<file path="config.mk">
export PLATFORM = sky130hd
export DESIGN_NAME = booth_mul_top
export DESIGN_NICKNAME = d
export VERILOG_FILES = /design/src/hdl/mul_cfg_pkg.sv /design/src/hdl/mul_types_pkg.sv /design/src/hdl/mul_req_intake.sv /design/src/hdl/booth_pp_gen.sv /design/src/hdl/pp_reduce.sv /design/src/hdl/mul_result_queue.sv /design/src/hdl/booth_mul_top.sv
export SDC_FILE = /design/constraint.sdc
export NUM_CORES = 1
export LEC_CHECK = 0
export ABC_AREA = 0
export BUFFER_PORTS_ARGS = -buffer_cell sky130_fd_sc_hd__buf_2
export CAP_MARGIN = 0
export CORE_MARGIN = 2
export CORE_UTILIZATION = 55
export CTS_CLUSTER_DIAMETER = 100
export DETAILED_ROUTE_END_ITERATION = 10
export PLACE_DENSITY = 0.72
export REMOVE_ABC_BUFFERS = 1
export SKIP_LAST_GASP = 1
export SLEW_MARGIN = 30
export SYNTH_ARGS = -nofsm -noshare
export SYNTH_HDL_FRONTEND = slang
export SYNTH_HIERARCHICAL = 1
export SYNTH_SLANG_ARGS = --single-unit
</file>
<file path="constraint.sdc">
create_clock -name clk -period 5.6 [get_ports clk]
set_input_delay 1.68 -clock clk [delete_from_list [all_inputs] [get_ports clk]]
set_output_delay 1.68 -clock clk [all_outputs]
set_load 0.02 [all_outputs]
</file>
<file path="src/hdl/mul_cfg_pkg.sv">
package mul_cfg_pkg;

	// operand and product geometry
	localparam int OP_W   = 16;
	localparam int PROD_W = 32;
	localparam int ROW_W  = 17;
	localparam int N_ROWS = 8;
	localparam int TAG_W  = 3;

	// flow control
	localparam int REQ_CREDITS  = 4;
	localparam int RESULT_DEPTH = 4;
	localparam int RES_CREDITS  = 2;

	// queue pointer, occupancy and credit counter widths
	localparam int QPTR_W = $clog2(RESULT_DEPTH);
	localparam int QCNT_W = $clog2(RESULT_DEPTH + 1);
	localparam int CRED_W = $clog2(RES_CREDITS + 1);

	// minus the sum of 2^(17+2i) over all rows, mod 2^32
	// pairs with the inverted row sign bits
	localparam logic [PROD_W-1:0] SE_CONST = 32'h5556_0000;

endpackage

</file>
<file path="src/hdl/mul_types_pkg.sv">
package mul_types_pkg;

	import mul_cfg_pkg::*;

	// first letter is a (multiplicand), second is b (multiplier)
	typedef enum logic [1:0] {
		MODE_UU = 2'd0,
		MODE_US = 2'd1,
		MODE_SU = 2'd2,
		MODE_SS = 2'd3
	} mul_mode_e;

	typedef struct packed {
		logic [OP_W-1:0]  a;
		logic [OP_W-1:0]  b;
		mul_mode_e        mode;
		logic [TAG_W-1:0] tag;
	} mul_req_t;

	typedef struct packed {
		logic             valid;
		logic [ROW_W-1:0] mcand_ext;
		logic [ROW_W-1:0] mlier_ext;
		logic [OP_W-1:0]  corr_row;
		logic             sign_out;
		logic [TAG_W-1:0] tag;
	} mul_operand_t;

	typedef struct packed {
		logic [ROW_W-1:0] pp;
		logic             neg;
		logic             sign;
	} pp_row_t;

	typedef struct packed {
		logic [PROD_W-1:0] prod;
		logic              sign_out;
		logic [TAG_W-1:0]  tag;
	} mul_result_t;

endpackage

</file>
<file path="src/hdl/mul_req_intake.sv">
`timescale 1ns/1ns

module mul_req_intake (
	input  logic                        clk,
	input  logic                        arst_n,
	input  logic                        req_valid,
	input  mul_types_pkg::mul_req_t     req,
	output mul_types_pkg::mul_operand_t opnd
);

	import mul_cfg_pkg::*;
	import mul_types_pkg::*;

	mul_operand_t opnd_d;
	mul_operand_t opnd_q;
	logic         valid_q;
	logic         a_unsigned;
	logic         b_unsigned;
	logic         any_zero;

	//----------------------------------------------------------------------
	// operand preparation
	//----------------------------------------------------------------------
	assign a_unsigned = (req.mode == MODE_UU) || (req.mode == MODE_US);
	assign b_unsigned = (req.mode == MODE_UU) || (req.mode == MODE_SU);
	assign any_zero   = (req.a == '0) || (req.b == '0);

	always_comb begin
		opnd_d.valid = req_valid;
		opnd_d.tag   = req.tag;

		if (a_unsigned) begin
			opnd_d.mcand_ext = {1'b0, req.a};
		end else begin
			opnd_d.mcand_ext = {req.a[OP_W-1], req.a};
		end

		// booth window 0 sees an implied zero below b[0]
		opnd_d.mlier_ext = {req.b, 1'b0};

		// booth reads b as signed, so an unsigned b with msb set is short by a*2^16
		if (b_unsigned && req.b[OP_W-1]) begin
			opnd_d.corr_row = req.a;
		end else begin
			opnd_d.corr_row = '0;
		end

		if (any_zero) begin
			opnd_d.sign_out = 1'b0;
		end else begin
			case (req.mode)
				MODE_SS: opnd_d.sign_out = req.a[OP_W-1] ^ req.b[OP_W-1];
				MODE_SU: opnd_d.sign_out = req.a[OP_W-1];
				MODE_US: opnd_d.sign_out = req.b[OP_W-1];
				default: opnd_d.sign_out = 1'b0;
			endcase
		end
	end

	//----------------------------------------------------------------------
	// request register
	//----------------------------------------------------------------------
	always_ff @(posedge clk or negedge arst_n) begin
		if (!arst_n) begin
			valid_q <= 1'b0;
		end else begin
			valid_q <= opnd_d.valid;
		end
	end

	always_ff @(posedge clk) begin
		if (req_valid) begin
			opnd_q <= opnd_d;
		end
	end

	always_comb begin
		opnd       = opnd_q;
		opnd.valid = valid_q;
	end

endmodule

</file>
<file path="src/hdl/booth_pp_gen.sv">
`timescale 1ns/1ns

module booth_pp_gen (
	input  logic [16:0]            mcand,
	input  logic [2:0]             window,
	output mul_types_pkg::pp_row_t row
);

	import mul_cfg_pkg::*;

	logic             sel_one;
	logic             sel_two;
	logic             neg;
	logic [ROW_W-1:0] mag;
	logic             mag_sign;

	// radix-4 recode of {b[2i+1], b[2i], b[2i-1]}
	always_comb begin
		sel_one = 1'b0;
		sel_two = 1'b0;
		neg     = 1'b0;
		case (window)
			3'b001, 3'b010: sel_one = 1'b1;
			3'b011: sel_two = 1'b1;
			3'b100: begin
				sel_two = 1'b1;
				neg     = 1'b1;
			end
			3'b101, 3'b110: begin
				sel_one = 1'b1;
				neg     = 1'b1;
			end
			default: ;
		endcase
	end

	// 2x shifts left, the sign stays that of the extended multiplicand
	always_comb begin
		if (sel_one) begin
			mag = mcand;
		end else if (sel_two) begin
			mag = {mcand[ROW_W-2:0], 1'b0};
		end else begin
			mag = '0;
		end
		mag_sign = (sel_one || sel_two) ? mcand[ROW_W-1] : 1'b0;
	end

	// ones complement here, the +1 is added in the reduction
	always_comb begin
		row.pp   = neg ? ~mag : mag;
		row.sign = neg ? ~mag_sign : mag_sign;
		row.neg  = neg;
	end

endmodule

</file>
<file path="src/hdl/pp_reduce.sv">
`timescale 1ns/1ns

module pp_reduce (
	input  logic                                        clk,
	input  logic                                        arst_n,
	input  mul_types_pkg::mul_operand_t                 opnd,
	input  mul_types_pkg::pp_row_t [mul_cfg_pkg::N_ROWS-1:0] rows,
	output logic                                        out_valid,
	output mul_types_pkg::mul_result_t                  result
);

	import mul_cfg_pkg::*;

	logic [PROD_W-1:0] row_vec [N_ROWS];
	logic [PROD_W-1:0] extra_vec;
	logic [PROD_W-1:0] acc_s;
	logic [PROD_W-1:0] acc_c;
	logic [PROD_W-1:0] nxt_s;

	logic              s1_valid;
	logic [PROD_W-1:0] s1_sum;
	logic [PROD_W-1:0] s1_carry;
	logic              s1_sign;
	logic [TAG_W-1:0]  s1_tag;

	function automatic logic [PROD_W-1:0] csa_sum(
		input logic [PROD_W-1:0] x,
		input logic [PROD_W-1:0] y,
		input logic [PROD_W-1:0] z
	);
		return x ^ y ^ z;
	endfunction

	// majority shifted up one column, top carry drops out mod 2^32
	function automatic logic [PROD_W-1:0] csa_carry(
		input logic [PROD_W-1:0] x,
		input logic [PROD_W-1:0] y,
		input logic [PROD_W-1:0] z
	);
		return ((x & y) | (x & z) | (y & z)) << 1;
	endfunction

	//----------------------------------------------------------------------
	// stage 1: row alignment and carry-save compression
	//----------------------------------------------------------------------
	always_comb begin
		// neg bits sit at even columns below 16, constant bits start at 17
		extra_vec = SE_CONST;
		for (int i = 0; i < N_ROWS; i++) begin
			row_vec[i]     = PROD_W'({~rows[i].sign, rows[i].pp}) << (2 * i);
			extra_vec[2*i] = rows[i].neg;
		end

		acc_s = extra_vec;
		acc_c = {opnd.corr_row, {OP_W{1'b0}}};
		nxt_s = '0;
		// one 3:2 level per row
		for (int i = 0; i < N_ROWS; i++) begin
			nxt_s = csa_sum(acc_s, acc_c, row_vec[i]);
			acc_c = csa_carry(acc_s, acc_c, row_vec[i]);
			acc_s = nxt_s;
		end
	end

	always_ff @(posedge clk or negedge arst_n) begin
		if (!arst_n) begin
			s1_valid <= 1'b0;
		end else begin
			s1_valid <= opnd.valid;
		end
	end

	always_ff @(posedge clk) begin
		s1_sum   <= acc_s;
		s1_carry <= acc_c;
		s1_sign  <= opnd.sign_out;
		s1_tag   <= opnd.tag;
	end

	//----------------------------------------------------------------------
	// stage 2: carry-propagate add
	//----------------------------------------------------------------------
	always_ff @(posedge clk or negedge arst_n) begin
		if (!arst_n) begin
			out_valid <= 1'b0;
		end else begin
			out_valid <= s1_valid;
		end
	end

	always_ff @(posedge clk) begin
		result.prod     <= s1_sum + s1_carry;
		result.sign_out <= s1_sign;
		result.tag      <= s1_tag;
	end

endmodule

</file>
<file path="src/hdl/mul_result_queue.sv">
`timescale 1ns/1ns

module mul_result_queue (
	input  logic                       clk,
	input  logic                       arst_n,
	input  logic                       in_valid,
	input  mul_types_pkg::mul_result_t in_result,
	input  logic                       res_credit,
	output logic                       res_valid,
	output mul_types_pkg::mul_result_t res,
	output logic                       req_credit
);

	import mul_cfg_pkg::*;
	import mul_types_pkg::*;

	mul_result_t       mem [RESULT_DEPTH];
	logic [QPTR_W-1:0] wr_ptr;
	logic [QPTR_W-1:0] rd_ptr;
	logic [QCNT_W-1:0] count;
	logic [CRED_W-1:0] credits;
	logic              q_empty;
	logic              pop;
	mul_result_t       head;

	// empty queue passes the incoming result straight to the output
	always_comb begin
		q_empty = (count == '0);
		head    = q_empty ? in_result : mem[rd_ptr];
		pop     = (!q_empty || in_valid) && (credits != '0);
	end

	//----------------------------------------------------------------------
	// storage
	//----------------------------------------------------------------------
	always_ff @(posedge clk) begin
		if (in_valid) begin
			mem[wr_ptr] <= in_result;
		end
	end

	always_ff @(posedge clk) begin
		if (pop) begin
			res <= head;
		end
	end

	//----------------------------------------------------------------------
	// pointers, occupancy and credits
	//----------------------------------------------------------------------
	always_ff @(posedge clk or negedge arst_n) begin
		if (!arst_n) begin
			wr_ptr     <= '0;
			rd_ptr     <= '0;
			count      <= '0;
			credits    <= CRED_W'(RES_CREDITS);
			res_valid  <= 1'b0;
			req_credit <= 1'b0;
		end else begin
			if (in_valid) begin
				wr_ptr <= wr_ptr + 1'b1;
			end
			if (pop) begin
				rd_ptr <= rd_ptr + 1'b1;
			end
			count      <= count + QCNT_W'(in_valid) - QCNT_W'(pop);
			// pop and credit return may land together
			credits    <= credits + CRED_W'(res_credit) - CRED_W'(pop);
			res_valid  <= pop;
			req_credit <= pop;
		end
	end

endmodule

</file>
<file path="src/hdl/booth_mul_top.sv">
`timescale 1ns/1ns

module booth_mul_top (
	input  logic                       clk,
	input  logic                       arst_n,
	input  logic                       req_valid,
	input  mul_types_pkg::mul_req_t    req,
	output logic                       req_credit,
	output logic                       res_valid,
	output mul_types_pkg::mul_result_t res,
	input  logic                       res_credit
);

	import mul_cfg_pkg::*;
	import mul_types_pkg::*;

	mul_operand_t             opnd;
	pp_row_t [N_ROWS-1:0]     rows;
	logic                     red_valid;
	mul_result_t              red_result;

	mul_req_intake u_intake (
		.clk       (clk),
		.arst_n    (arst_n),
		.req_valid (req_valid),
		.req       (req),
		.opnd      (opnd)
	);

	//----------------------------------------------------------------------
	// booth rows, window i covers mlier_ext[2i+2:2i]
	//----------------------------------------------------------------------
	for (genvar i = 0; i < N_ROWS; i++) begin : g_row
		booth_pp_gen u_pp (
			.mcand  (opnd.mcand_ext),
			.window (opnd.mlier_ext[2*i+2:2*i]),
			.row    (rows[i])
		);
	end

	pp_reduce u_reduce (
		.clk       (clk),
		.arst_n    (arst_n),
		.opnd      (opnd),
		.rows      (rows),
		.out_valid (red_valid),
		.result    (red_result)
	);

	mul_result_queue u_queue (
		.clk        (clk),
		.arst_n     (arst_n),
		.in_valid   (red_valid),
		.in_result  (red_result),
		.res_credit (res_credit),
		.res_valid  (res_valid),
		.res        (res),
		.req_credit (req_credit)
	);

endmodule

</file>
Word-level counts from Yosys, hierarchy flattened
Memory sizes are Yosys's and may differ from the RTL's.
Cells that the tools add are included.

cells by class
  $add $sub $neg = 7
  multiply operators = 0
  divide/modulo/power cells = 0
  magnitude comparators = 0
  eq/ne operators = 48
  shift-type cells = 0
  muxes and demuxes = 68
  bitwise logic cells = 81
  reduce and logical (&&, ||, !) cells = 43

operators with widths
  kind                                                                   number
  31-bit OR                                                              16
  17-bit 2-to-1 mux                                                      24
  31-bit bitwise AND                                                     10
  32-bit bitwise XOR                                                     8
  17-bit inverter                                                        8
  3-bit equality test, second input constant                             21
  31-bit by 18-bit bitwise AND with 31-bit output                        2
  31-bit by 20-bit bitwise AND with 31-bit output                        2
  31-bit by 22-bit bitwise AND with 31-bit output                        2
  31-bit by 24-bit bitwise AND with 31-bit output                        2
  31-bit by 26-bit bitwise AND with 31-bit output                        2
  31-bit by 28-bit bitwise AND with 31-bit output                        2
  31-bit by 30-bit bitwise AND with 31-bit output                        2
  3-bit by 2-bit equality test with 1-bit output, second input constant  14
  1-bit 2-to-1 mux                                                       42
  36-bit 2-to-1 mux                                                      1
  32-bit adder                                                           1
  16-bit zero test                                                       2
  31-bit by 32-bit bitwise XOR with 32-bit output                        1
  32-bit by 18-bit bitwise XOR with 32-bit output                        1
  32-bit by 20-bit bitwise XOR with 32-bit output                        1
  32-bit by 22-bit bitwise XOR with 32-bit output                        1
  32-bit by 24-bit bitwise XOR with 32-bit output                        1
  32-bit by 26-bit bitwise XOR with 32-bit output                        1
  22 further kinds                                                       80

word-level totals
  register bits after elaboration = 205
  latch bits = 0
  bits in writable memories = 144
  bits in read-only memories = 0
  bits of input ports = 41
  logic and storage cells = 272
  memories kept = 1

memories
  name         depth  width  rd ports  clocked after Yosys merged registers in  write ports  line                    text
  u_queue.mem  4      36     1         0                                        1            mul_result_queue.sv:17  mul_result_t mem [RESULT_DEPTH];

Depth between registers and ports, before layout
  depth after elaboration = 32
  gate-level depth with buffers = 17
  gate-level depth less buffers = 14

Modules after synthesis
Netlist, hierarchy kept.

modules (own cells, without submodules)
  module            instances  cells each  area an instance (µm²)  sequential area each (µm²)
  mul_result_queue  1          308         7,214.4                 5,656.7
  pp_reduce         1          556         6,810.3                 1,971.9
  booth_pp_gen      8          69          624.3                   0.0
  mul_req_intake    1          89          1,876.8                 1,616.6

Least setup slack after synthesis
Ideal clock, no wire load.

  kind = register to register
  start = reg u_intake.opnd_q (netlist bit u_intake/opnd[22])
  end = reg u_reduce.s1_sum[15]
  library setup time = 131 ps
  data arrival time = 4,775 ps
  required time = 5,469 ps
  slack = 694 ps
  stages on the path, launching flop included = 16
  cells stage by stage = edfxtp_1 buf_4 or3b_1 buf_6 buf_6 o221ai_2 ha_1 inv_1 fa_1 inv_1 fa_1 fa_1 fa_1 fa_1 fa_1 fa_1

RTL lines
  element                   line                  text
  start: declaration        mul_req_intake.sv:15  mul_operand_t opnd_q;
  start signal: assignment  mul_req_intake.sv:73  opnd_q <= opnd_d;
  end signal: assignment    pp_reduce.sv:74       s1_sum <= acc_s;
  end: declaration          pp_reduce.sv:21       logic [PROD_W-1:0] s1_sum;

==> run summary <==
### Logic synthesis
* **mean instance size in the synthesized netlist** 13.9 um^2
* **synth warn** 6
* **total of flip-flops plus latches after synthesis** 342
* **cell type with the highest aggregate area in the netlist** edfxtp_1
* **share of flip-flops with an asynchronous set or reset** 0.0380
* **instance count of the mapped netlist** 1505
* **proportion of netlist area held by the largest area contributor** 0.335
* **top_reg_cell synth** edfxtp_1
* **Unique masters post-synth** 68
* **post-synthesis cell area** 0.0209 mm^2
* **sequential cell area fraction in the yosys report** 0.442
* **number of flops mapped to enable cells by yosys** 233
* **top cells by area, synth** edfxtp_1, fa_1, dfxtp_1

### Clock tree
* **CTS tree** built
* **clock sink total** 342
* **CTS clock-pin slew for the worst setup and hold paths** 0.06 ns
* **CTS H-tree depth** 2
* **Bufs on Longest Clock Path** 3
* **Resized cells post-CTS** 0
* **hold bufs inserted after CTS** 0
* **clock buffers created by TritonCTS** 35
* **# Post-CTS Setup Buffers** 0
* **clock network latency to the later pin of the worst-skew pair** 0.55 ns
* **clock tree root driver cell** clkbuf_16

### Hold path
* **worst min-delay path class** reg2reg

### Routing
* **number of routed nets with antenna violations** 0
* **drt first pass iters** 5
* **uppermost routed layer** met4
* **post-DR wirelength/cell** 20.8 um
* **DRC viols** 0
* **detailed-route vias per instance** 5.99
* **met3 wire length** 1.96 mm
* **via count** 12500
* **met2 routed wirelength** 20.1 mm
* **wire length the detailed router placed on met1** 20.3 mm
* **number of DRC markers in iteration 0** 1028
* **Post-Route WL** 43.4 mm

### Final layout
* **total inserted antenna cells** 0
* **fill cell total of the finished layout** 2881
* **non-filler instance count after layout** 2091
* **multi-input logic area** 0.0107 mm^2
* **cell area after layout** 0.0228 mm^2
* **fraction of layout cells with a size suffix above 1** 0.233
* **area added between synthesis and finish** 9.30%
* **final net count** 1806
* **Seq. cell area** 0.00925 mm^2

### Floorplan
* **I/O Pins** 79
* **effective utilization at floorplan** 0.556
* **placeable core region** 0.0376 mm^2
* **horizontal die dimension** 199 um
* **count of standard-cell rows** 71
* **Die Area** 0.0396 mm^2
* **die height** 199 um

### Worst setup path
* **maximum fanout along the worst path** 24
* **arrival time of the worst setup path** 5.55 ns
* **critical path endpoint category** register
* **kind of critical path** reg2reg
* **Critical Path RT** 6.03 ns
* **startpoint type of the worst setup path** register

### STA
* **worst hold-check slack** 0.323 ns
* **Max Freq** 0.195 GHz
* **post-route clock period utilization** 0.915
* **final-report setup violation count** 0
* **setup ws final** 0.476 ns
* **worst slew slack as a fraction of its limit** 0.355
* **number of hold-slack violations in the final timing report** 0
* **post-route clock skew** 0.0186 ns
* **setup repair after global routing missed its margin** false
* **final slew viol count** 0
* **worst-margin pin slew** 0.967 ns
* **crit path time final** 5.12 ns

### Global routing
* **number of global-route vias before repair** 12500
* **overall fraction of global-route tracks in use** 0.227
* **overflow left after global routing** 0
* **wire length of the first global-routing pass** 69.9 mm
* **maximum number of pins on one net before global-route repair** 58
* **number of antenna violations at the first check in global routing** 0

### Power and ir drop
* **sw frac** 0.376
* **Sequential Power Share** 0.324
* **maximum vdd drop** 264 uV
* **Gate power share** 0.500
* **Power per Cell Area** 579 mW/mm^2
* **clock network fraction of design power** 0.176
* **Pleak** 8.31 nW
* **internal power consumption** 8.25 mW
* **Sw Pwr** 4.97 mW

### Placed design
* **total half-perimeter wirelength after legalization and detailed placement** 30.1 mm
* **placed cell count** 2027
* **number of I/O port buffers** 78
* **total cell area at the placement stage** 0.0217 mm^2
* **worst slack, placed** 0.479 ns
* **Routability Congestion** 0.888

### Flow run
* **max cap viols** 0

### Outcome
* **status** finished, final reports clean

[power groups by stage]
stage               Combinational [mW]  Sequential (mW)  Clock (mW)
floorplan                         4.39             4.59           0
global placement                  6.28             4.29           0
detailed placement                6.57             4.34           0
CTS                               6.61             4.29        2.39
global route                      7.49             4.37        2.49
finish                            6.61             4.28        2.33
[synth_stat cells (all sizes together) (5+ instances only)]
library cell  number
buf               65
xor2               8
or3b               8
mux2i              9
ha                96
o21ai             31
nor2              16
mux2              44
nor4               9
dfxtp             96
xnor2            158
fa               116
nand2             19
edfxtp           233
mux4              36
dfrtp             12
inv               86
nand4              5
and2              23
clkbuf            57
nand3              7
a21o              15
o211ai             7
nand4b           129
a21boi             9
o221ai           128
a21oi             31
[per-layer routing]
metal	GRT usage	vias up
met3	0.0376	65
met4	0.0688	0
li1	-	5842
met2	0.362	307
met1	0.319	6307
met5	0	-
[sequential cells by signal, summed over array words and instances, names as in the netlist, 2 cells and up]
| name | count |
|---|---|
| u_queue/rd_ptr | 2 |
| u_reduce/s1_tag | 3 |
| u_intake/opnd | 53 |
| u_reduce/s1_sum | 32 |
| u_queue/res | 36 |
| u_queue/mem | 144 |
| u_reduce/result | 36 |
| u_reduce/s1_carry | 24 |
| u_queue/credits | 2 |
| u_queue/count | 3 |
| u_queue/wr_ptr | 2 |
[worst paths after layout]
check / start / endpoint / slack [ns] / depth (start not counted)
max in group asynchronous: arst_n / u_queue/credits[1]$_DFF_PN1_ / 4.29 / 1
worst min-delay path: u_reduce/s1_sum[5]$_DFF_P_ / u_reduce/result[9]$_DFF_P_ / 0.32 / 0
worst max register to register: u_intake/opnd[22]$_DFFE_PP_ / u_reduce/s1_sum[14]$_DFF_P_ / 0.48 / 14
worst min register to register: u_reduce/s1_sum[5]$_DFF_P_ / u_reduce/result[9]$_DFF_P_ / 0.32 / 0
min in group asynchronous: arst_n / u_queue/count[2]$_DFF_PN0_ / 1.02 / 1
worst max-delay path: u_intake/opnd[22]$_DFFE_PP_ / u_reduce/s1_sum[14]$_DFF_P_ / 0.48 / 14
[metrics by stage]
stage | util | total power, mW | TNS, ns
2_1_floorplan | - | 8.98 | -5.16
3_3_place_gp | 0.576 | 10.6 | 0
3_5_place_dp | 0.577 | 10.9 | 0
4_1_cts | 0.608 | 13.3 | 0
5_1_grt | 0.608 | 14.3 | 0
6_report | 0.608 | 13.2 | 0
[critical path: stages, from the launching register on]
cell and delay [ns]:
edfxtp_1 0.39, buf_4 0.23, or3b_1 0.58, o221ai_2 0.27, inv_1 0.09, fa_1 0.55
inv_1 0.06, fa_1 0.47, fa_1 0.54, fa_1 0.43, fa_1 0.49, inv_1 0.05
fa_1 0.36, inv_1 0.08, fa_1 0.41
[layout make-up]
type | count | share of cell area
multi-input combinational | 955 | 0.466
timing repair buffer | 133 | 0.0353
sequential | 342 | 0.405
clock buffer | 52 | 0.0456
tap | 511 | 0.0280
inverter | 86 | 0.0141
clock inverter | 12 | 0.00559
[cell usage in the layout, fill, tap and decap left out, types with 48 or more instances in the layout]
cell type	synthesis	routed
dfxtp_1	96	96
xnor2_1	158	152
fa_1	116	116
nand4b_1	129	129
ha_1	96	96
buf_4	28	54
edfxtp_1	233	233
buf_2	16	78
o221ai_2	80	80
inv_1	86	86
o221ai_1	48	48
[kinds of logic (layout without fill, tap and decap cells)]
family          after synthesis  count (layout)  synth area share
xor+xnor                    166             166            0.0696
compound gates              245             245             0.114
buf+inv                     208             283            0.0505
flops                       342             342             0.442
other cells                   1               1          0.000179
fa+ha+maj                   212             212             0.169
mux                          89              89            0.0668
simple gates                242             242            0.0877
Power figures use the tool's default switching activity.
